[src/rtl/core_pkg.sv]
// Shared widths, encodings and control types for the RV64I core.
// Only the opcodes of the supported subset are listed here.
// All other encodings are treated as no-ops by the decoder.

`default_nettype none

package core_pkg;

    // --------------------------------------------------
    // Sizes.
    // --------------------------------------------------
    localparam int XLEN       = 64;
    localparam int ILEN       = 32;
    localparam int REG_ADDR_W = 5;
    localparam int NUM_REGS   = 1 << REG_ADDR_W;
    localparam int SHAMT_W    = $clog2(XLEN);

    localparam logic [XLEN-1:0] RESET_PC = '0;

    // --------------------------------------------------
    // Encodings.
    // --------------------------------------------------

    // RISC-V major opcodes, instr[6:0].
    typedef enum logic [6:0] {
        OPC_OP     = 7'b0110011,
        OPC_OP_IMM = 7'b0010011,
        OPC_LUI    = 7'b0110111,
        OPC_LOAD   = 7'b0000011,
        OPC_STORE  = 7'b0100011,
        OPC_BRANCH = 7'b1100011,
        OPC_JAL    = 7'b1101111
    } opcode_e;

    typedef enum logic [3:0] {
        ALU_ADD    = 4'd0,
        ALU_SUB    = 4'd1,
        ALU_AND    = 4'd2,
        ALU_OR     = 4'd3,
        ALU_XOR    = 4'd4,
        ALU_SLT    = 4'd5,
        ALU_SLL    = 4'd6,
        ALU_SRL    = 4'd7,
        ALU_SRA    = 4'd8,
        ALU_PASS_B = 4'd9
    } alu_op_e;

    typedef enum logic [2:0] {
        BR_NONE = 3'd0,
        BR_EQ   = 3'd1,
        BR_NE   = 3'd2,
        BR_LT   = 3'd3,
        BR_JUMP = 3'd4
    } branch_e;

    // Write-back source.
    typedef enum logic [1:0] {
        WB_ALU  = 2'd0,
        WB_MEM  = 2'd1,
        WB_LINK = 2'd2
    } wb_sel_e;

    // --------------------------------------------------
    // Structs.
    // --------------------------------------------------
    typedef struct packed {
        alu_op_e alu_op;
        logic    src_b_is_imm;
        logic    reg_we;
        wb_sel_e wb_sel;
        logic    mem_we;
        branch_e branch;
    } ctrl_t;

    typedef struct packed {
        logic [XLEN-1:0] addr;
        logic [XLEN-1:0] wdata;
        logic            we;
    } dmem_req_t;

endpackage

`default_nettype wire

[src/rtl/register_file.sv]
// 32 x 64-bit integer register file.
// Reads are combinational; the single write port updates on the clock edge.
// x0 always reads zero since writes to it are dropped.

`default_nettype none

module register_file (
    input  logic                             clk,
    input  logic                             arst,

    // Read ports.
    input  logic [core_pkg::REG_ADDR_W-1:0]  i_rs1_addr,
    input  logic [core_pkg::REG_ADDR_W-1:0]  i_rs2_addr,

    // Write port.
    input  logic [core_pkg::REG_ADDR_W-1:0]  i_rd_addr,
    input  logic                             i_rd_we,
    input  logic [core_pkg::XLEN-1:0]        i_rd_data,

    output logic [core_pkg::XLEN-1:0]        o_rs1_data,
    output logic [core_pkg::XLEN-1:0]        o_rs2_data
);

    // Register array.
    logic [core_pkg::XLEN-1:0] regs [core_pkg::NUM_REGS];

    logic wr_en;

    // Writes to x0 are discarded.
    assign wr_en = i_rd_we && (i_rd_addr != '0);

    // --------------------------------------------------
    // Write port.
    // --------------------------------------------------
    always_ff @(posedge clk or posedge arst) begin
        if (arst) begin
            for (int i = 0; i < core_pkg::NUM_REGS; i++) begin
                regs[i] <= '0;
            end
        end else if (wr_en) begin
            regs[i_rd_addr] <= i_rd_data;
        end
    end

    // --------------------------------------------------
    // Read ports.
    // --------------------------------------------------
    assign o_rs1_data = regs[i_rs1_addr];
    assign o_rs2_data = regs[i_rs2_addr];

endmodule

`default_nettype wire

[config.mk]
export PLATFORM = sky130hd
export DESIGN_NAME = register_file
export DESIGN_NICKNAME = d
export VERILOG_FILES = /design/src/rtl/core_pkg.sv /design/src/rtl/register_file.sv
export SDC_FILE = /design/constraint.sdc
export NUM_CORES = 2
export LEC_CHECK = 0
export BUFFER_PORTS_ARGS = -buffer_cell sky130_fd_sc_hd__buf_2
export CORE_ASPECT_RATIO = 0.9
export CORE_MARGIN = 2
export CORE_UTILIZATION = 55
export DETAILED_ROUTE_END_ITERATION = 7
export PLACE_DENSITY = 0.78
export SLEW_MARGIN = 20
export SYNTH_ARGS = -nofsm -noshare
export SYNTH_HDL_FRONTEND = slang
export SYNTH_SLANG_ARGS = --single-unit
export TNS_END_PERCENT = 50
[constraint.sdc]
create_clock -name clk -period 95.5 [get_ports clk]
set_input_delay 19.1 -clock clk [delete_from_list [all_inputs] [get_ports clk]]
set_output_delay 19.1 -clock clk [all_outputs]
set_load 0.01 [all_outputs]
Word-level counts from Yosys, hierarchy flattened. Index checks and enable logic that the tools add are counted.

Register bits: 2048. Word-level logic and storage cells: 51. Input bits: 82.

Bitwise operators: 3. Reduce and logical (&&, ||, !) cells: 3. Mux-type cells: 9. Order comparisons: 4.

Operator list (number): $bwmux W2048 (1); $bmux W64 S5 (2); $demux W64 S5 (1); $mux W64 (5); $ge A6 B6 Y1 const B (3); $not A5 Y6 (3); $lt A6 B1 Y1 const B (1); $reduce_bool A5 Y1 (1); $logic_and A1 B1 Y1 (2).

Longest topological paths before layout.
Depth after elaboration: 6. Gate-level depth with buffers: 9. Gate-level depth less buffers: 4.

Least setup slack after synthesis. Ideal clock, no wire load.

Path type: input to output. Start: input port i_rs1_addr[0] in the netlist's numbering. End: output port o_rs1_data[11] in the netlist's numbering. Arrival time: 20.638 ns. Cell stages on the path: 6. Data required time: 76.400 ns. Path slack: 55.762 ns. Buffers on the path: 3. Path through: buf_4 buf_2 buf_2 mux4_2 a22oi_1 nand4_1.

Longest elaborated chain between the ends: 4.

RTL lines: from (decl) (RTL line register_file.sv:12) `input logic [core_pkg::REG_ADDR_W-1:0] i_rs1_addr,`; $not A5 Y6 (implied by the code) (RTL line register_file.sv:48) `assign o_rs1_data = regs[i_rs1_addr];`; $bmux W64 S5 (RTL line register_file.sv:48); $mux W64 (implied by the code) (2 in series) (RTL line register_file.sv:48); to (decl) (RTL line register_file.sv:20) `output logic [core_pkg::XLEN-1:0] o_rs1_data,`.

Every way passes these cells. The select of a mux whose other input is x is not followed.

Worst setup path after layout.
Start: input port i_rs2_addr[0] in the netlist's numbering. End: output port o_rs2_data[25] in the netlist's numbering.

Longest elaborated chain between the ends: 4.

RTL lines: from (decl) (RTL line register_file.sv:13) `input logic [core_pkg::REG_ADDR_W-1:0] i_rs2_addr,`; $not A5 Y6 (implied by the code) (RTL line register_file.sv:49) `assign o_rs2_data = regs[i_rs2_addr];`; $bmux W64 S5 (RTL line register_file.sv:49); $mux W64 (implied by the code) (2 in series) (RTL line register_file.sv:49); to (decl) (RTL line register_file.sv:21) `output logic [core_pkg::XLEN-1:0] o_rs2_data`.

Every way passes these cells. The select of a mux whose other input is x is not followed.

==> impl_metrics.yaml <==
outcome:
  outcome: "completed"
sta:
  finalCritPeriodShare_pct: 45.77
  layout_min_cycle_time_ns: 43.71
  fin_ws_ns: 51.79
  skew_ns: 0
  rsz0062_at_grt: "false"
  max_slew.worst_pin.slew_ns: 1.334
  fmax_ghz: 0.02288
  tns_ns: 0
  slew_viol_final: 0
  setup_violations: 0
  hold_viol: 0
  maxSlewHeadroom_pct: 11.00
clock_network:
  cts_resized: 0
  cts_max_path_buffers: 3
  clkSlewWorstSetupHoldPaths_ns: 0.06
  clock_latency_ns: 0.86
  htree_levels: 4
  cts_tree: "yes"
  clock_sinks: 2048
  cts-root-buf: "clkbuf_16"
  cts_inserted_buffers: 203
  cts_setup_buffers: 0
  cts_hold_buf: 0
critical_path:
  crit_required_ns: 76.40
  cp-end-kind: "output port"
  cpPeakStageDelay_ns: 0.78
  worstSetupPathType: "input port to output port"
  critPathLaunchType: "input port"
  cp_cell_sequence: "buf_8 -> buf_4 -> buf_4 -> buf_4 -> nor2b_4 -> buf_4 -> buf_4 -> a22oi_1 -> nand3_1 -> nand4_1 -> buf_2"
  cp_num_buf_inv: 7
  cpLargestDelayFamily: "buffers and inverters"
  path_common_cell: "buf_4"
  crit_path_top_delay_cell: "buf_4"
  arrival_ns: 24.61
  path_max_fanout: 50
drt:
  wire_per_inst_um: 38.33
  antenna_left: 0
  postRouteWirelength_mm: 389.6
  vias: 76290
  drt_iter0_drc: 12480
  dr.pass1.iters: 7
  drc_errors: 0
  routed_via_density: 7.506
synth:
  yosysTopAreaCell: "dfrtp_1"
  synth_compound_area_share_pct: 4.924
  synth_most_common_cell: "dfrtp_1"
  syn_area_um2: 108500
  synth-simple-area-share_pct: 2.940
  synth_fp_nets: 7740
  synth_mux_area_share_pct: 40.97
  seq_area_frac_synth_pct: 47.23
  syn_area_per_cell_um2: 14.17
  synth_edf_count: 0
  ys_seq_elements: 2048
  postSynthCellCount: 7658
  synth_top_family_by_area: "multiplexers"
  synthAdderAreaFrac_pct: 0
  synth_top_area_share_pct: 47.23
  ys.flop_type: "dfrtp_1"
  yosys-top-cells-area: "dfrtp_1, mux2_2, mux4_2"
  synthTopCellsByCount: "dfrtp_1, mux2_2, mux2i_1, mux4_2, a22oi_1"
  yosysUniqueCellTypes: 48
  yosys_warnings: 0
  synth_xor_xnor_area_share_pct: 0
  synth_async_sr_flop_share_pct: 100.0
placed_design:
  post-dp-hpwl_mm: 218.5
  dp.cells: 9761
  routabilityCongestion: 0.9105
  dpl_worst_slack_ns: 51.95
  port_buffers: 209
power_and_ir_drop:
  cellLeakagePower_nw: 52.39
  ir_drop_uv: 24.14
  power_density_nw_per_um2: 21.28
die:
  die_x_um: 472.2
  die-area_um2: 200900
  row_count: 154
  initial_utilization_pct: 55.37
  die_h_um: 425.4
  io_pins: 210
  core_um2: 196000
global_route:
  grt_usage_pct: 38.43
  grt_pass1_wl_mm: 554.8
  overflow: 0
  grt_pass1_vias: 75590
  grt_start_max_net_pins: 173
  antenna_found_initial: 53
worst_hold_path:
  min_path_type: "flip-flop to flip-flop"
cells_and_area:
  fin_nets: 7474
  largest_register_ffs: 2048
  drive_gt1_share_pct: 44.38
  largest_registers: "regs x2048"
  regMostFlops: "regs"
  area_growth_pct: 8.108
  final_util_pct: 59.86
  stdcell_count: 10160
run:
  maxCapViolations: 0
report_power, final:
group	internal, mW	switching (mW)	total, mW	leakage, nW
sequential	1.03	0.132	1.16	26.3
combinational	0.275	0.235	0.510	22.8
clock	0.463	0.359	0.821	3.32
cell type report:
cell class | count | area [um^2]
Antenna cell | 36 | 90.09
Clock buffer | 306 | 6132
Clock inverter | 60 | 574.3
Fill cell | 14460 | 78650
Inverter | 3 | 18.77
Multi-Input combinational cell | 4751 | 53460
Sequential cell | 2048 | 51250
Tap cell | 2574 | 3221
Timing Repair Buffer | 385 | 2565
layer usage:
| metal | wire (um) | global-route usage [%] | up-vias | share of wire, % |
|---|---|---|---|---|
| met2 | 169100 | 55.69 | 6011 | 43 |
| met1 | 139400 | 49.48 | 39850 | 36 |
| met4 | 29080 | 24.51 | 36 | 7.5 |
| met3 | 51730 | 13.25 | 1578 | 13 |
| li1 | - | - | 28820 | - |
| met5 | 227 | 0 | - | 0.058 |
kinds of logic (layout without fill, tap and decap cells):
logic type / Yosys count / in the layout
DFF: 2048 / 2048
buffers and inverters: 859 / 754
and+or+nand+nor: 574 / 574
AOI/OAI and AO/OA: 736 / 736
muxes: 3441 / 3441
other: 0 / 36
cells in the final DEF, fill, tap and decap left out, drive strengths merged, types with 5 or more instances in the layout:
master	instances
a21oi	65
a22o	27
a22oi	569
a31oi	28
a32oi	13
and2	19
and3	8
buf	385
bufinv	8
clkbuf	306
clkinv	39
clkinvlp	7
dfrtp	2048
diode	36
inv	9
mux2	1986
mux2i	853
mux4	602
nand2	101
nand2b	13
nand3	204
nand3b	5
nand4	103
nor2	41
nor2b	39
nor3	12
nor3b	10
nor4b	8
o21ai	8
o22ai	20
or2	5
stage by stage:
stage                     instance area (um^2)  hold WS [ns]  power, mW
after floorplan                         108500        0.4413      1.518
after global placement                  110500        0.3783      1.639
after detailed placement                110500        0.3840      1.669
after CTS                               117200        0.3975      2.478
after global routing                    117200        0.4071      2.574
final                                   117300        0.3989      2.496
worst paths after layout:
| kind | start | end | slack, ns | depth (start not counted) |
|---|---|---|---|---|
| worst max-delay path | i_rs2_addr[0] | o_rs2_data[25] | 51.79 | 11 |
| worst min-delay path | regs[2002]$_DFFE_PP0P_ | regs[2002]$_DFFE_PP0P_ | 0.40 | 0 |
| worst max register to register | regs[368]$_DFFE_PP0P_ | regs[368]$_DFFE_PP0P_ | 94.67 | 1 |
| worst min register to register | regs[2002]$_DFFE_PP0P_ | regs[2002]$_DFFE_PP0P_ | 0.40 | 0 |
| max in group asynchronous | arst | regs[353]$_DFFE_PP0P_ | 71.81 | 8 |
| min in group asynchronous | arst | regs[1081]$_DFFE_PP0P_ | 18.37 | 2 |
(Power assumes the default switching activity.)
