<file path="config.mk">
export PLATFORM = sky130hd
export DESIGN_NAME = pc_unit
export DESIGN_NICKNAME = d
export VERILOG_FILES = /design/src/rtl/core_pkg.sv /design/src/rtl/pc_unit.sv
export SDC_FILE = /design/constraint.sdc
export NUM_CORES = 1
export LEC_CHECK = 0
export BUFFER_PORTS_ARGS = -buffer_cell sky130_fd_sc_hd__buf_2
export CAP_MARGIN = 0
export CORE_UTILIZATION = 58
export DETAILED_ROUTE_END_ITERATION = 10
export PLACE_DENSITY_LB_ADDON = 0.25
export REMOVE_ABC_BUFFERS = 1
export SYNTH_ARGS = -nofsm -noshare
export SYNTH_HDL_FRONTEND = slang
export SYNTH_SLANG_ARGS = --single-unit
</file>
<file path="constraint.sdc">
create_clock -name clk -period 7.8 [get_ports clk]
set_input_delay 0.78 -clock clk [delete_from_list [all_inputs] [get_ports clk]]
set_output_delay 0.78 -clock clk [all_outputs]
set_load 0.05 [all_outputs]
</file>
<file path="src/rtl/core_pkg.sv">
// Shared widths, encodings and control types for the RV64I core.
// Only the opcodes of the supported subset are listed here.
// All other encodings are treated as no-ops by the decoder.

`default_nettype none

package core_pkg;

    // --------------------------------------------------
    // Sizes.
    // --------------------------------------------------
    localparam int XLEN       = 64;
    localparam int ILEN       = 32;
    localparam int REG_ADDR_W = 5;
    localparam int NUM_REGS   = 1 << REG_ADDR_W;
    localparam int SHAMT_W    = $clog2(XLEN);

    localparam logic [XLEN-1:0] RESET_PC = '0;

    // --------------------------------------------------
    // Encodings.
    // --------------------------------------------------

    // RISC-V major opcodes, instr[6:0].
    typedef enum logic [6:0] {
        OPC_OP     = 7'b0110011,
        OPC_OP_IMM = 7'b0010011,
        OPC_LUI    = 7'b0110111,
        OPC_LOAD   = 7'b0000011,
        OPC_STORE  = 7'b0100011,
        OPC_BRANCH = 7'b1100011,
        OPC_JAL    = 7'b1101111
    } opcode_e;

    typedef enum logic [3:0] {
        ALU_ADD    = 4'd0,
        ALU_SUB    = 4'd1,
        ALU_AND    = 4'd2,
        ALU_OR     = 4'd3,
        ALU_XOR    = 4'd4,
        ALU_SLT    = 4'd5,
        ALU_SLL    = 4'd6,
        ALU_SRL    = 4'd7,
        ALU_SRA    = 4'd8,
        ALU_PASS_B = 4'd9
    } alu_op_e;

    typedef enum logic [2:0] {
        BR_NONE = 3'd0,
        BR_EQ   = 3'd1,
        BR_NE   = 3'd2,
        BR_LT   = 3'd3,
        BR_JUMP = 3'd4
    } branch_e;

    // Write-back source.
    typedef enum logic [1:0] {
        WB_ALU  = 2'd0,
        WB_MEM  = 2'd1,
        WB_LINK = 2'd2
    } wb_sel_e;

    // --------------------------------------------------
    // Structs.
    // --------------------------------------------------
    typedef struct packed {
        alu_op_e alu_op;
        logic    src_b_is_imm;
        logic    reg_we;
        wb_sel_e wb_sel;
        logic    mem_we;
        branch_e branch;
    } ctrl_t;

    typedef struct packed {
        logic [XLEN-1:0] addr;
        logic [XLEN-1:0] wdata;
        logic            we;
    } dmem_req_t;

endpackage

`default_nettype wire

</file>
<file path="src/rtl/pc_unit.sv">
// Program counter with branch resolution.
// The taken decision is combinational; the PC loads on every clock edge.
// Target addresses are not checked for alignment.

`default_nettype none

module pc_unit (
    input  logic                       clk,
    input  logic                       arst,
    input  core_pkg::branch_e          i_branch,
    input  logic [core_pkg::XLEN-1:0]  i_rs1_data,
    input  logic [core_pkg::XLEN-1:0]  i_rs2_data,
    input  logic [core_pkg::XLEN-1:0]  i_imm,
    output logic [core_pkg::XLEN-1:0]  o_pc
);

    logic                      taken;
    logic [core_pkg::XLEN-1:0] pc_next;

    // Branch resolution.
    always_comb begin
        case (i_branch)
            core_pkg::BR_EQ:   taken = (i_rs1_data == i_rs2_data);
            core_pkg::BR_NE:   taken = (i_rs1_data != i_rs2_data);
            core_pkg::BR_LT:   taken = ($signed(i_rs1_data) < $signed(i_rs2_data));
            core_pkg::BR_JUMP: taken = 1'b1;
            default:           taken = 1'b0;
        endcase
    end

    // PC relative target or fall through.
    assign pc_next = taken ? (o_pc + i_imm) : (o_pc + 'd4);

    // --------------------------------------------------
    // PC register.
    // --------------------------------------------------
    always_ff @(posedge clk or posedge arst) begin
        if (arst) begin
            o_pc <= core_pkg::RESET_PC;
        end else begin
            o_pc <= pc_next;
        end
    end

endmodule

`default_nettype wire

</file>
# Word level (Yosys, flattened, before mapping)
# Cells that the tools add are included.
# classes
order_cmp	1
mux	2
eq_ne	6
add_sub_neg	2
# ops
op	n
adder 64 x 3 -> 64 bit, second input constant	1
adder 64 bit	1
== test 64 bit	1
less-than comparator 64 bit	1
2-to-1 mux 64 bit	1
!= test 64 bit	1
== test 3 x 2 -> 1 bit, second input constant	2
case mux 1 bit (4 select lines)	1
== test 3 x 1 -> 1 bit, second input constant	1
== test 3 bit, second input constant	1
# word_totals
output_inout_bits	64
elab_cells	12
register_bits	64

# Logic depth before layout (Yosys ltp)
# depth
ltp_word	3
ltp_mapped	14

# Worst setup path before layout
# OpenSTA, ideal clock, no wires.
# synth_path
kind	in2reg
startpoint	input port i_rs2_data[39] (netlist bit)
endpoint	register o_pc[55] (netlist bit)
cell_stages	12
t_arrival_ns	3.300
required_ns	7.675
path_buffers	2
setup_slack_ns	4.375
cell_sequence	inv_1 -> ha_1 -> nand4_1 -> or2_1 -> or4b_1 -> nor4_2 -> mux2i_1 -> o21ai_2 -> nor3_1 -> buf_4 -> buf_6 -> mux2_4
# synth_via
elab_chain_cells	3
word_cells_on_any_way	5
cone_classes	1 x order compare; 2 x eq/ne; 2 x mux
# synth_lines
item	line_no	text
start: declaration	pc_unit.sv:12	input logic [core_pkg::XLEN-1:0] i_rs2_data,
less-than comparator 64 bit, or another cell as far along	pc_unit.sv:25	core_pkg::BR_LT: taken = ($signed(i_rs1_data) < $signed(i_rs2_data));
case mux 1 bit (4 select lines) (*)	pc_unit.sv:22	case (i_branch)
2-to-1 mux 64 bit (*)	pc_unit.sv:32	assign pc_next = taken ? (o_pc + i_imm) : (o_pc + 'd4);
named net pc_next (one bit)	pc_unit.sv:18	logic [core_pkg::XLEN-1:0] pc_next;
end signal: assignment	pc_unit.sv:39	o_pc <= core_pkg::RESET_PC;
end signal: assignment	pc_unit.sv:41	o_pc <= pc_next;
end: declaration	pc_unit.sv:14	output logic [core_pkg::XLEN-1:0] o_pc
# Mark *: on every way through the listed nets, which the timed path passes. The rest lies on a longest branch.

# Worst setup path after layout
# layout_path
startpoint	input port i_rs2_data[26] (netlist bit)
endpoint	register o_pc[31] (netlist bit)
# The elaborated chain is that of the path after synthesis.

==> metrics.cfg <==
[floorplanning]
floorplan.die.width_um=126
die_h_um=126
design.die.area_mm2=0.0160
floorplan.io_pins=261
start_util=0.592
num_rows=45
design.core.area_mm2=0.0151

[logic_synthesis]
synthesis.instances=1173
synth-compound-area-share=0.249
postSynth.topFlopCell=sky130_fd_sc_hd__dfrtp_1
post_synth_xor_area_fraction=0.108
synth.cell_area_mm2=0.00896
synth_adder_area_share=0.181
asyncSetResetFlopFracSynth=1.00
syn_avg_cell_area_um2=7.64
yosys_warnings=0
synth-seq-cells=64
ys_types=68
synth_top_family_by_area=compound AO/OA/AOI/OAI gates
sequential_area_share_after_synthesis=0.179
synthMuxAreaShare=0.0133
synth-edff-count=0
synth-simple-area-share=0.208

[place]
routabilityCongestion=0.987
placed_cell_area_mm2=0.0103
port_buffers=260
pre_cts_slack_ns=3.51
half_perimeter_wire_length_of_the_detailed_placement_result_um=21300

[min_path]
hp-class=reg -> reg
whs_path_depth=1

[final_layout]
top_regs=o_pc (64)
largest_register_ffs=64
reg_with_most_ffs=o_pc
areaGrowthSynthToFinish_pct=18.5
design_area_mm2=0.0106
total_nets_final=1732
layout.filler_cells=1311
drive_gt1_frac=0.211

[drt]
post-route-drc-count=0
detail_route.wirelength_um=26300
detail-route-antenna-nets=0
avgViaCountPerCell=6.00
routed_wl_per_cell_um=16.4
routed-via-count=9602
detailedRoute.firstIterationViolations=676
dr_pass1_iterations=6

[clock_tree]
worstSkewPairLatency_ns=0.35
cts.sinks=64
clkTransAtPathRegs_ns=0.06
clock_path_buffers=2
cts.htree.levels=3
cts-hold-fix-buffers=0
clock-root-buffer=sky130_fd_sc_hd__clkbuf_16
tritoncts=done
cts-buffers-inserted=9
postCtsSetupRepairBufs=0
postCtsResizedCells=0

[power_and_ir_drop]
power.density_cell_area_mw_per_mm2=391
switchingPower_uw=2330
leakage_component_of_the_power_uw=0.00525
power.ir.vdd_worst_mv=0.190
power.switching_fraction=0.561
p_clk_frac=0.103
cell_internal_pwr_uw=1820
power.share.sequential=0.185
power.share.combinational=0.712

[sta]
worstMarginPinSlew_ns=1.06
hold_viol_final=0
skew_ns=0.00717
tns_ns=0
timing.fmax_mhz=251
maxSlewHeadroom=0.294
worst_slack_ns=3.82
slew_violations=0
grt_setup_unrepaired=false
setup_viol_count_final=0
final_period_minus_worst_setup_slack_ns=3.98
post-route-period-util=0.510

[status]
run_status=complete, no violations

[global_routing]
grt_antenna_before_repair=1
number_of_global_route_vias_before_repair=9419
groute.usage.overall=0.337
wire_length_of_the_first_global_routing_pass_um=43600
grt_max_degree=102
total_global_routing_overflow=0

[setup_path]
timing.critical_path.arrival_ns=4.21
critPathMaxFanout=101
cp_data_required_time_ns=8.03
reg2regPathDepth=10
worst_setup_path_end_kind=flop
critical_path.startpoint_type=primary input
crit_type=in -> reg

[run]
max-cap-violations=0

-- synthesized netlist by cell type, drive strengths merged (4+ instances only) --
cell type | n | share of area
a2111oi | 4 | 0.0067
inv | 92 | 0.039
a21oi | 127 | 0.072
and3 | 20 | 0.014
o31ai | 15 | 0.013
a211oi | 12 | 0.010
mux2i | 7 | 0.0078
and4 | 12 | 0.012
o211ai | 12 | 0.010
clkbuf | 21 | 0.0088
xnor2 | 67 | 0.065
nor4 | 6 | 0.0056
nand4 | 44 | 0.031
nor2b | 4 | 0.0028
xor2 | 44 | 0.043
a221oi | 7 | 0.0075
nand3 | 46 | 0.026
o21bai | 16 | 0.013
mux2 | 4 | 0.0054
a21o | 35 | 0.029
buf | 20 | 0.015
or3 | 5 | 0.0035
nor3 | 29 | 0.016
dfrtp | 64 | 0.18
or2 | 5 | 0.0035
a31oi | 9 | 0.0063
o221ai | 4 | 0.0039
a21boi | 10 | 0.0084
nand2 | 115 | 0.048
o21a | 12 | 0.010
o21ai | 64 | 0.037
ha | 128 | 0.18
nor2 | 72 | 0.030
-- kinds of logic after synthesis --
logic type      after synthesis
mux                          11
flops                        64
xor+xnor                    111
buf+inv                     133
compound gates              349
simple gates                376
fa+ha+maj                   129
-- stage by stage --
stage / util / cells / hold WS [ns] / total power, uW
final: 0.701 / 1600 / 0.538 / 4150
after global routing: 0.701 / 1599 / 0.571 / 4460
after global placement: 0.681 / 1583 / 0.517 / 3630
after detailed placement: 0.681 / 1583 / 0.526 / 3670
after CTS: 0.701 / 1599 / 0.540 / 4110
after floorplan: - / 1132 / 0.813 / 3010
-- power by group through the flow --
stage	registers (uW)	logic (uW)	clock network, uW
after floorplan	1280	1740	0
after global placement	758	2870	0
after detailed placement	767	2900	0
after CTS	761	2930	427
after global routing	797	3230	440
final	768	2960	427
-- worst max-delay path, stage by stage --
cell,delay [ns]
sky130_fd_sc_hd__buf_2,0.08
sky130_fd_sc_hd__inv_1,0.03
sky130_fd_sc_hd__ha_1,0.30
sky130_fd_sc_hd__nand4_1,0.13
sky130_fd_sc_hd__nor4_1,0.35
sky130_fd_sc_hd__or4b_1,0.54
sky130_fd_sc_hd__nor4_2,0.27
sky130_fd_sc_hd__mux2i_1,0.25
sky130_fd_sc_hd__o21ai_2,0.08
sky130_fd_sc_hd__nor3_2,0.10
sky130_fd_sc_hd__buf_4,0.78
sky130_fd_sc_hd__mux2_2,0.42
-- worst paths after layout --
path | slack, ns | endpoint | startpoint
hold / removal | 0.54 | o_pc[0]$_DFFE_PP0P_ | o_pc[0]$_DFFE_PP0P_
setup / recovery | 3.82 | o_pc[31]$_DFF_PP0_ | i_rs2_data[26]
max in group asynchronous | 6.50 | o_pc[10]$_DFF_PP0_ | arst
setup reg to reg | 4.15 | o_pc[62]$_DFF_PP0_ | o_pc[17]$_DFF_PP0_
hold reg to reg | 0.54 | o_pc[0]$_DFFE_PP0P_ | o_pc[0]$_DFFE_PP0P_
min in group asynchronous | 0.65 | o_pc[51]$_DFF_PP0_ | arst
-- layout make-up --
type                            instances  area [um^2]  share of cell area
Timing Repair Buffer                  263         1320               0.125
Antenna cell                            1         2.50            0.000236
Sequential cell                        64         1600               0.151
Tap cell                              188          235              0.0222
Inverter                               92          345              0.0325
Multi-Input combinational cell        976         6810               0.641
Clock buffer                           13          260              0.0245
Clock inverter                          3         40.0             0.00377
-- layout by cell type (no fill, tap or decap), types with 14 or more instances in the layout --
| cell type | Yosys | routed |
|---|---|---|
| sky130_fd_sc_hd__and3_1 | 20 | 20 |
| sky130_fd_sc_hd__o21bai_1 | 16 | 16 |
| sky130_fd_sc_hd__nand2_1 | 115 | 115 |
| sky130_fd_sc_hd__nor2_1 | 72 | 72 |
| sky130_fd_sc_hd__xor2_1 | 44 | 44 |
| sky130_fd_sc_hd__o21ai_0 | 56 | 56 |
| sky130_fd_sc_hd__a21o_1 | 35 | 35 |
| sky130_fd_sc_hd__nand4_1 | 44 | 44 |
| sky130_fd_sc_hd__o31ai_1 | 14 | 14 |
| sky130_fd_sc_hd__buf_2 | 14 | 260 |
| sky130_fd_sc_hd__ha_1 | 128 | 128 |
| sky130_fd_sc_hd__nor3_1 | 29 | 28 |
| sky130_fd_sc_hd__dfrtp_1 | 64 | 64 |
| sky130_fd_sc_hd__a21oi_1 | 125 | 125 |
| sky130_fd_sc_hd__inv_1 | 92 | 91 |
| sky130_fd_sc_hd__nand3_1 | 46 | 46 |
| sky130_fd_sc_hd__xnor2_1 | 67 | 67 |
-- routing by layer --
metal	track usage	wire length, um	up-vias
met5	0	10	-
li1	-	-	4757
met4	0.168	1140	2
met2	0.579	12300	387
met1	0.405	11000	4380
met3	0.0620	1820	76
No activity file was read; power rests on OpenSTA's default activity.
