--- config.mk ---
export PLATFORM = sky130hd
export DESIGN_NAME = decoder
export DESIGN_NICKNAME = d
export VERILOG_FILES = /design/src/rtl/core_pkg.sv /design/src/rtl/decoder.sv
export SDC_FILE = /design/constraint.sdc
export NUM_CORES = 1
export LEC_CHECK = 0
export ABC_AREA = 1
export BUFFER_PORTS_ARGS = -buffer_cell sky130_fd_sc_hd__buf_2
export CORE_MARGIN = 4
export CORE_UTILIZATION = 35
export DETAILED_ROUTE_END_ITERATION = 12
export PLACE_DENSITY = 0.77
export SLEW_MARGIN = 20
export SYNTH_ARGS = -nofsm -noshare
export SYNTH_HDL_FRONTEND = slang
export SYNTH_SLANG_ARGS = --single-unit
--- constraint.sdc ---
create_clock -name vclk -period 2.4
set_clock_uncertainty 0.15 [all_clocks]
set_input_delay 0.12 -clock vclk [all_inputs]
set_output_delay 0.12 -clock vclk [all_outputs]
set_load 0.01 [all_outputs]
--- src/rtl/core_pkg.sv ---
// Shared widths, encodings and control types for the RV64I core.
// Only the opcodes of the supported subset are listed here.
// All other encodings are treated as no-ops by the decoder.

`default_nettype none

package core_pkg;

    // --------------------------------------------------
    // Sizes.
    // --------------------------------------------------
    localparam int XLEN       = 64;
    localparam int ILEN       = 32;
    localparam int REG_ADDR_W = 5;
    localparam int NUM_REGS   = 1 << REG_ADDR_W;
    localparam int SHAMT_W    = $clog2(XLEN);

    localparam logic [XLEN-1:0] RESET_PC = '0;

    // --------------------------------------------------
    // Encodings.
    // --------------------------------------------------

    // RISC-V major opcodes, instr[6:0].
    typedef enum logic [6:0] {
        OPC_OP     = 7'b0110011,
        OPC_OP_IMM = 7'b0010011,
        OPC_LUI    = 7'b0110111,
        OPC_LOAD   = 7'b0000011,
        OPC_STORE  = 7'b0100011,
        OPC_BRANCH = 7'b1100011,
        OPC_JAL    = 7'b1101111
    } opcode_e;

    typedef enum logic [3:0] {
        ALU_ADD    = 4'd0,
        ALU_SUB    = 4'd1,
        ALU_AND    = 4'd2,
        ALU_OR     = 4'd3,
        ALU_XOR    = 4'd4,
        ALU_SLT    = 4'd5,
        ALU_SLL    = 4'd6,
        ALU_SRL    = 4'd7,
        ALU_SRA    = 4'd8,
        ALU_PASS_B = 4'd9
    } alu_op_e;

    typedef enum logic [2:0] {
        BR_NONE = 3'd0,
        BR_EQ   = 3'd1,
        BR_NE   = 3'd2,
        BR_LT   = 3'd3,
        BR_JUMP = 3'd4
    } branch_e;

    // Write-back source.
    typedef enum logic [1:0] {
        WB_ALU  = 2'd0,
        WB_MEM  = 2'd1,
        WB_LINK = 2'd2
    } wb_sel_e;

    // --------------------------------------------------
    // Structs.
    // --------------------------------------------------
    typedef struct packed {
        alu_op_e alu_op;
        logic    src_b_is_imm;
        logic    reg_we;
        wb_sel_e wb_sel;
        logic    mem_we;
        branch_e branch;
    } ctrl_t;

    typedef struct packed {
        logic [XLEN-1:0] addr;
        logic [XLEN-1:0] wdata;
        logic            we;
    } dmem_req_t;

endpackage

`default_nettype wire

--- src/rtl/decoder.sv ---
// RV64I instruction decoder for the supported subset.
// Any encoding outside the subset yields a no-op control word:
// no register write, no store and no branch.

`default_nettype none

module decoder (
    input  logic [core_pkg::ILEN-1:0]        i_instr,
    output logic [core_pkg::REG_ADDR_W-1:0]  o_rs1_addr,
    output logic [core_pkg::REG_ADDR_W-1:0]  o_rs2_addr,
    output logic [core_pkg::REG_ADDR_W-1:0]  o_rd_addr,
    output logic [core_pkg::XLEN-1:0]        o_imm,
    output core_pkg::ctrl_t                  o_ctrl
);

    core_pkg::opcode_e opcode;
    logic [2:0]        funct3;
    logic [6:0]        funct7;

    // Sign-extended immediates of every format.
    logic [core_pkg::XLEN-1:0] imm_i;
    logic [core_pkg::XLEN-1:0] imm_s;
    logic [core_pkg::XLEN-1:0] imm_b;
    logic [core_pkg::XLEN-1:0] imm_u;
    logic [core_pkg::XLEN-1:0] imm_j;

    // --------------------------------------------------
    // Field extraction.
    // --------------------------------------------------
    assign opcode     = core_pkg::opcode_e'(i_instr[6:0]);
    assign funct3     = i_instr[14:12];
    assign funct7     = i_instr[31:25];
    assign o_rd_addr  = i_instr[11:7];
    assign o_rs1_addr = i_instr[19:15];
    assign o_rs2_addr = i_instr[24:20];

    assign imm_i = {{(core_pkg::XLEN-12){i_instr[31]}}, i_instr[31:20]};
    assign imm_s = {{(core_pkg::XLEN-12){i_instr[31]}}, i_instr[31:25], i_instr[11:7]};
    assign imm_b = {{(core_pkg::XLEN-12){i_instr[31]}}, i_instr[7], i_instr[30:25],
                    i_instr[11:8], 1'b0};
    assign imm_u = {{(core_pkg::XLEN-32){i_instr[31]}}, i_instr[31:12], 12'b0};
    assign imm_j = {{(core_pkg::XLEN-20){i_instr[31]}}, i_instr[19:12], i_instr[20],
                    i_instr[30:21], 1'b0};

    // --------------------------------------------------
    // Control word.
    // --------------------------------------------------
    always_comb begin
        o_ctrl.alu_op       = core_pkg::ALU_ADD;
        o_ctrl.src_b_is_imm = 1'b0;
        o_ctrl.reg_we       = 1'b0;
        o_ctrl.wb_sel       = core_pkg::WB_ALU;
        o_ctrl.mem_we       = 1'b0;
        o_ctrl.branch       = core_pkg::BR_NONE;
        o_imm               = imm_i;

        case (opcode)
            core_pkg::OPC_OP: begin
                o_ctrl.reg_we = 1'b1;
                case ({funct7, funct3})
                    {7'b0000000, 3'b000}: o_ctrl.alu_op = core_pkg::ALU_ADD;
                    {7'b0100000, 3'b000}: o_ctrl.alu_op = core_pkg::ALU_SUB;
                    {7'b0000000, 3'b001}: o_ctrl.alu_op = core_pkg::ALU_SLL;
                    {7'b0000000, 3'b010}: o_ctrl.alu_op = core_pkg::ALU_SLT;
                    {7'b0000000, 3'b100}: o_ctrl.alu_op = core_pkg::ALU_XOR;
                    {7'b0000000, 3'b101}: o_ctrl.alu_op = core_pkg::ALU_SRL;
                    {7'b0100000, 3'b101}: o_ctrl.alu_op = core_pkg::ALU_SRA;
                    {7'b0000000, 3'b110}: o_ctrl.alu_op = core_pkg::ALU_OR;
                    {7'b0000000, 3'b111}: o_ctrl.alu_op = core_pkg::ALU_AND;
                    default:              o_ctrl.reg_we = 1'b0;
                endcase
            end
            core_pkg::OPC_OP_IMM: begin
                o_ctrl.src_b_is_imm = 1'b1;
                o_ctrl.reg_we       = 1'b1;
                case (funct3)
                    3'b000:  o_ctrl.alu_op = core_pkg::ALU_ADD;
                    3'b010:  o_ctrl.alu_op = core_pkg::ALU_SLT;
                    3'b100:  o_ctrl.alu_op = core_pkg::ALU_XOR;
                    3'b110:  o_ctrl.alu_op = core_pkg::ALU_OR;
                    3'b111:  o_ctrl.alu_op = core_pkg::ALU_AND;
                    // Immediate shifts are outside the subset.
                    default: o_ctrl.reg_we = 1'b0;
                endcase
            end
            core_pkg::OPC_LUI: begin
                o_ctrl.alu_op       = core_pkg::ALU_PASS_B;
                o_ctrl.src_b_is_imm = 1'b1;
                o_ctrl.reg_we       = 1'b1;
                o_imm               = imm_u;
            end
            core_pkg::OPC_LOAD: begin
                o_ctrl.src_b_is_imm = 1'b1;
                o_ctrl.wb_sel       = core_pkg::WB_MEM;
                o_ctrl.reg_we       = (funct3 == 3'b011);
            end
            core_pkg::OPC_STORE: begin
                o_ctrl.src_b_is_imm = 1'b1;
                o_ctrl.mem_we       = (funct3 == 3'b011);
                o_imm               = imm_s;
            end
            core_pkg::OPC_BRANCH: begin
                o_imm = imm_b;
                case (funct3)
                    3'b000:  o_ctrl.branch = core_pkg::BR_EQ;
                    3'b001:  o_ctrl.branch = core_pkg::BR_NE;
                    3'b100:  o_ctrl.branch = core_pkg::BR_LT;
                    default: o_ctrl.branch = core_pkg::BR_NONE;
                endcase
            end
            core_pkg::OPC_JAL: begin
                o_ctrl.reg_we = 1'b1;
                o_ctrl.wb_sel = core_pkg::WB_LINK;
                o_ctrl.branch = core_pkg::BR_JUMP;
                o_imm         = imm_j;
            end
            default: begin
                // Unknown opcode, keep the no-op defaults.
                o_imm = imm_i;
            end
        endcase
    end

endmodule

`default_nettype wire

=== Word level (Yosys, flattened, before mapping) ===
Cells that the tools add are included.

* Output and inout bits: 91
* Memories kept: 0
* Bits in registers: 0
* ROM bits: 0
* Bits in latches: 0
* Input port bits: 32
* RAM bits: 0

* Bitwise gates (word level): 0
* Muxes and demuxes: 12
* Multiply operators: 0
* Shift-type cells: 0
* Magnitude comparators: 0
* Add/subtract/negate cells: 0
* Reductions and logical operators: 6
* Divide/modulo/power cells: 0
* Equal/unequal tests: 21

{| class="wikitable"
|+ Operator list
! operator !! number
|-
| case mux 31 bit (4 select lines) || 1
|-
| == test 10 x 3 -> 1 bit (second input constant) || 4
|-
| case mux 4 bit (8 select lines) || 1
|-
| == test 7 x 6 -> 1 bit (second input constant) || 3
|-
| == test 10 x 9 -> 1 bit (second input constant) || 2
|-
| == test 7 bit (second input constant) || 2
|-
| case mux 3 bit (4 select lines) || 1
|-
| case mux 4 bit (3 select lines) || 1
|-
| == test 10 x 1 -> 1 bit (second input constant) || 1
|-
| == test 10 x 2 -> 1 bit (second input constant) || 1
|-
| logical NOT 10 bit || 1
|-
| == test 3 bit (second input constant) || 3
|-
| OR reduction 9 bit || 1
|-
| == test 7 x 2 -> 1 bit (second input constant) || 1
|-
| == test 7 x 5 -> 1 bit (second input constant) || 1
|-
| == test 3 x 2 -> 1 bit (second input constant) || 2
|-
| case mux 2 bit (3 select lines) || 1
|-
| case mux 3 bit (2 select lines) || 1
|-
| OR reduction 5 bit || 1
|-
| 2-to-1 mux 1 bit || 4
|-
| case mux 1 bit (4 select lines) || 1
|-
| case mux 2 bit (2 select lines) || 1
|-
| OR reduction 4 bit || 1
|-
| == test 3 x 1 -> 1 bit (second input constant) || 1
|-
| other kinds (2) || 2
|}

=== Depth between registers and ports, before layout ===
* Word-level depth: 4
* Gate-level depth with buffers: 11
* Mapped depth without buffers: 11

=== Worst setup path after synthesis ===
OpenSTA, ideal clock, no wires.

* Path type: input -> output
* Start: input port i_instr[1] (netlist bit)
* End: output port o_imm[0] (netlist bit)
* Path slack: 1.199 ns
* Stages: 6
* Arrival time: 0.931 ns
* Buffers on the path: 0
* Data required time: 2.130 ns
* Cell sequence: nand2_1 -> nor2_4 -> nand2_4 -> nor3_1 -> inv_1 -> o21ai_1

* Longest elaborated chain between the ends: 2
* Elaborated cells between the ends (all ways): 5
* Classes of those cells: eq/ne: 4; mux: 1

{| class="wikitable"
|+ Ends and longest elaborated chain
! item !! line !! text
|-
| start: declaration || decoder.sv:8 || <nowiki>input logic [core_pkg::ILEN-1:0] i_instr,</nowiki>
|-
| == test 7 bit / == test 7 x 6 -> 1 bit (equally long branches) || decoder.sv:57 || <nowiki>case (opcode)</nowiki>
|-
| case mux 31 bit (4 select lines) * || decoder.sv:57 ||
|-
| end: declaration || decoder.sv:12 || <nowiki>output logic [core_pkg::XLEN-1:0] o_imm,</nowiki>
|}

Every way passes the cells marked *; elsewhere a longest branch is shown, timed or not.

=== Worst setup path in the final report ===
* Start: input port i_instr[4] (netlist bit)
* End: output port o_imm[30] (netlist bit)

Same word-level chain as after synthesis.

==> flow_metrics.env <==
export IMPL_period_needed_ns=1.55
export IMPL_areaGrowthSynthToFinish_pct=22.8
export IMPL_fp_row_count=22
export IMPL_synthCells=225
export IMPL_vias_per_cell=4.56
export IMPL_cts_hold_buf=0
export IMPL_routed_wl_um=3860
export IMPL_fin_crit_sh_pct=64.4
export IMPL_cp_data_arrival_time_ns=1.28
export IMPL_cts_resized=0
export IMPL_design_die_area_um2=4800
export IMPL_ys_types=27
export IMPL_crit_path_end_kind="output pin"
export IMPL_antenna_left=0
export IMPL_power_switching_mw=0.150
export IMPL_final_util_pct=44.5
export IMPL_final_layout_size_suffix_gt1_share_pct=52.8
export IMPL_yosysWarnings=0
export IMPL_die_h_um=69.3
export IMPL_vias=1581
export IMPL_seqPwrFrac_pct=0
export IMPL_endpoint="o_imm[30]"
export IMPL_grt_pass1_wl_um=6710
export IMPL_power_frac_comb_pct=100.0
export IMPL_path_depth=7
export IMPL_first_iter_violations=83
export IMPL_crit_chain="buf_2 -> inv_2 -> nor3_2 -> nand2_4 -> nand2_1 -> o21ai_0 -> buf_2"
export IMPL_grt_overflow_total=0
export IMPL_swShare_pct=61.7
export IMPL_layoutNonFillerInstCount=347
export IMPL_start_kind="input pin"
export IMPL_post_drt_wl_per_cell_um=11.1
export IMPL_avgSynthCellArea_um2=5.84
export IMPL_critPathMaxStageDelay_ns=0.25
export IMPL_design_area_um2=1620
export IMPL_grt_max_degree=33
export IMPL_ys_seq_area_share_pct=0
export IMPL_hp_class="in2out"
export IMPL_seq_area_um2=0
export IMPL_startpoint="i_instr[4]"
export IMPL_path_class="in2out"
export IMPL_place_hpwl_um=3430
export IMPL_clockBufferCount=0
export IMPL_pwr_share_clk_pct=0
export IMPL_dp_cells=347
export IMPL_post_cts_repair_setup_buffers=0
export IMPL_worstPathRequired_ns=2.13
export IMPL_slew_violations=0
export IMPL_p_leak_nw=1.05
export IMPL_postPlaceCellArea_um2=1620
export IMPL_status="finished, final reports clean"
export IMPL_cpMaxStageDelayCell="nand2_1"
export IMPL_synth_area_um2=1320
export IMPL_path_max_fanout=17
export IMPL_intPower_mw=0.0928
export IMPL_drt_first_pass_iters=4
export IMPL_seq_cells=0
export IMPL_cpMostUsedCell="buf_2"
export IMPL_portBuffers=123
export IMPL_critPathTopFamily="simple AND/OR/NAND/NOR gates"
export IMPL_n_antenna_cell=0
export IMPL_p_per_area_nw_per_um2=150
export IMPL_ir_drop_v=0.0000873
export IMPL_gp_congestion=0.909
export IMPL_drcViolationCount=0
export IMPL_tns_ns=0
export IMPL_io_pins=123
export IMPL_setup_violations=0
export IMPL_drv_cap=0
export IMPL_grt_antenna_before_repair=0
export IMPL_slew_headroom_pct=77.7
export IMPL_die_w_um=69.3
export IMPL_grt_pass1_vias=1501
export IMPL_final_nets=333
export IMPL_coreArea_um2=3630
export IMPL_fmax_mhz=647
export IMPL_fillers=409
export IMPL_grt_usage_pct=15.6
export IMPL_syn_nets=257
export IMPL_start_util_pct=36.2
export IMPL_rsz0062_at_grt="false"
export IMPL_crit_buf_inv=3
export IMPL_hold_viol=0
export IMPL_worstMarginPinSlew_ns=0.333
## cell usage in the layout (no fill, tap or decap), drive strengths merged
cell / count
a211oi: 1
o21ai: 23
o211ai: 2
nand3b: 1
inv: 34
a21oi: 4
nand4: 2
nor4: 2
nand3: 11
buf: 124
o22ai: 1
nor3: 6
nand2: 55
nor2: 33
## metal layers
layer / vias to the layer above / global-route usage [%] / wire (um)
li1: 813 / - / -
met1: 683 / 19.0 / 1570
met2: 85 / 29.0 / 1810
met3: 0 / 3.91 / 474
met4: 0 / 0 / 0
met5: - / 0 / 0
## worst min-delay path by stage
| stage | startpoint | end | slack (ns) | cells after the start |
|---|---|---|---|---|
| 5_1_grt | i_instr[9] | o_rd_addr[2] | 0.30 | 2 |
| 3_3_place_gp | i_instr[24] | o_rs2_addr[4] | 0.29 | 2 |
| 3_5_place_dp | i_instr[19] | o_rs1_addr[4] | 0.29 | 2 |
| 2_1_floorplan | i_instr[6] | o_ctrl[3] | 0.14 | 1 |
| 4_1_cts | i_instr[8] | o_rd_addr[1] | 0.29 | 2 |
| 6_report | i_instr[19] | o_rs1_addr[4] | 0.29 | 2 |
## final cells by class
cell class,instances,area [um2],area share (%)
multi-input combinational,141,802,49.7
timing repair buffer,124,623,38.6
inverter,34,130,8.06
tap,48,60.1,3.72
## cells by family after synthesis
logic type	share of synthesized area [%]
AOI/OAI and AO/OA	13.6
buffers and inverters	39.0
and+or+nand+nor	47.4
## power by group through the flow
stage / clock network, mW / registers [mW] / logic (mW)
3_3_place_gp: 0 / 0 / 0.244
3_5_place_dp: 0 / 0 / 0.245
6_report: 0 / 0 / 0.243
4_1_cts: 0 / 0 / 0.246
2_1_floorplan: 0 / 0 / 0.176
5_1_grt: 0 / 0 / 0.269
## Yosys cell counts (all sizes together)
| cell | number | area [um2] |
|---|---|---|
| nand2 | 55 | 263 |
| buf | 50 | 383 |
| o22ai | 1 | 6.26 |
| nand3b | 1 | 7.51 |
| nand3 | 11 | 55.1 |
| nor3 | 6 | 45.0 |
| nor4 | 2 | 27.5 |
| a211oi | 1 | 7.51 |
| o21ai | 23 | 130 |
| nor2 | 33 | 213 |
| o211ai | 2 | 15.0 |
| a21oi | 4 | 20.0 |
| nand4 | 2 | 12.5 |
| inv | 34 | 130 |
## metrics by stage
stage | setup WS [ns] | hold WS (ns) | total power [mW]
6_report | 0.855 | 0.290 | 0.243
5_1_grt | 0.678 | 0.302 | 0.269
4_1_cts | 0.838 | 0.292 | 0.246
3_5_place_dp | 0.848 | 0.291 | 0.245
3_3_place_gp | 0.818 | 0.290 | 0.244
2_1_floorplan | 1.20 | 0.144 | 0.176
Power figures use the tool's default switching activity.
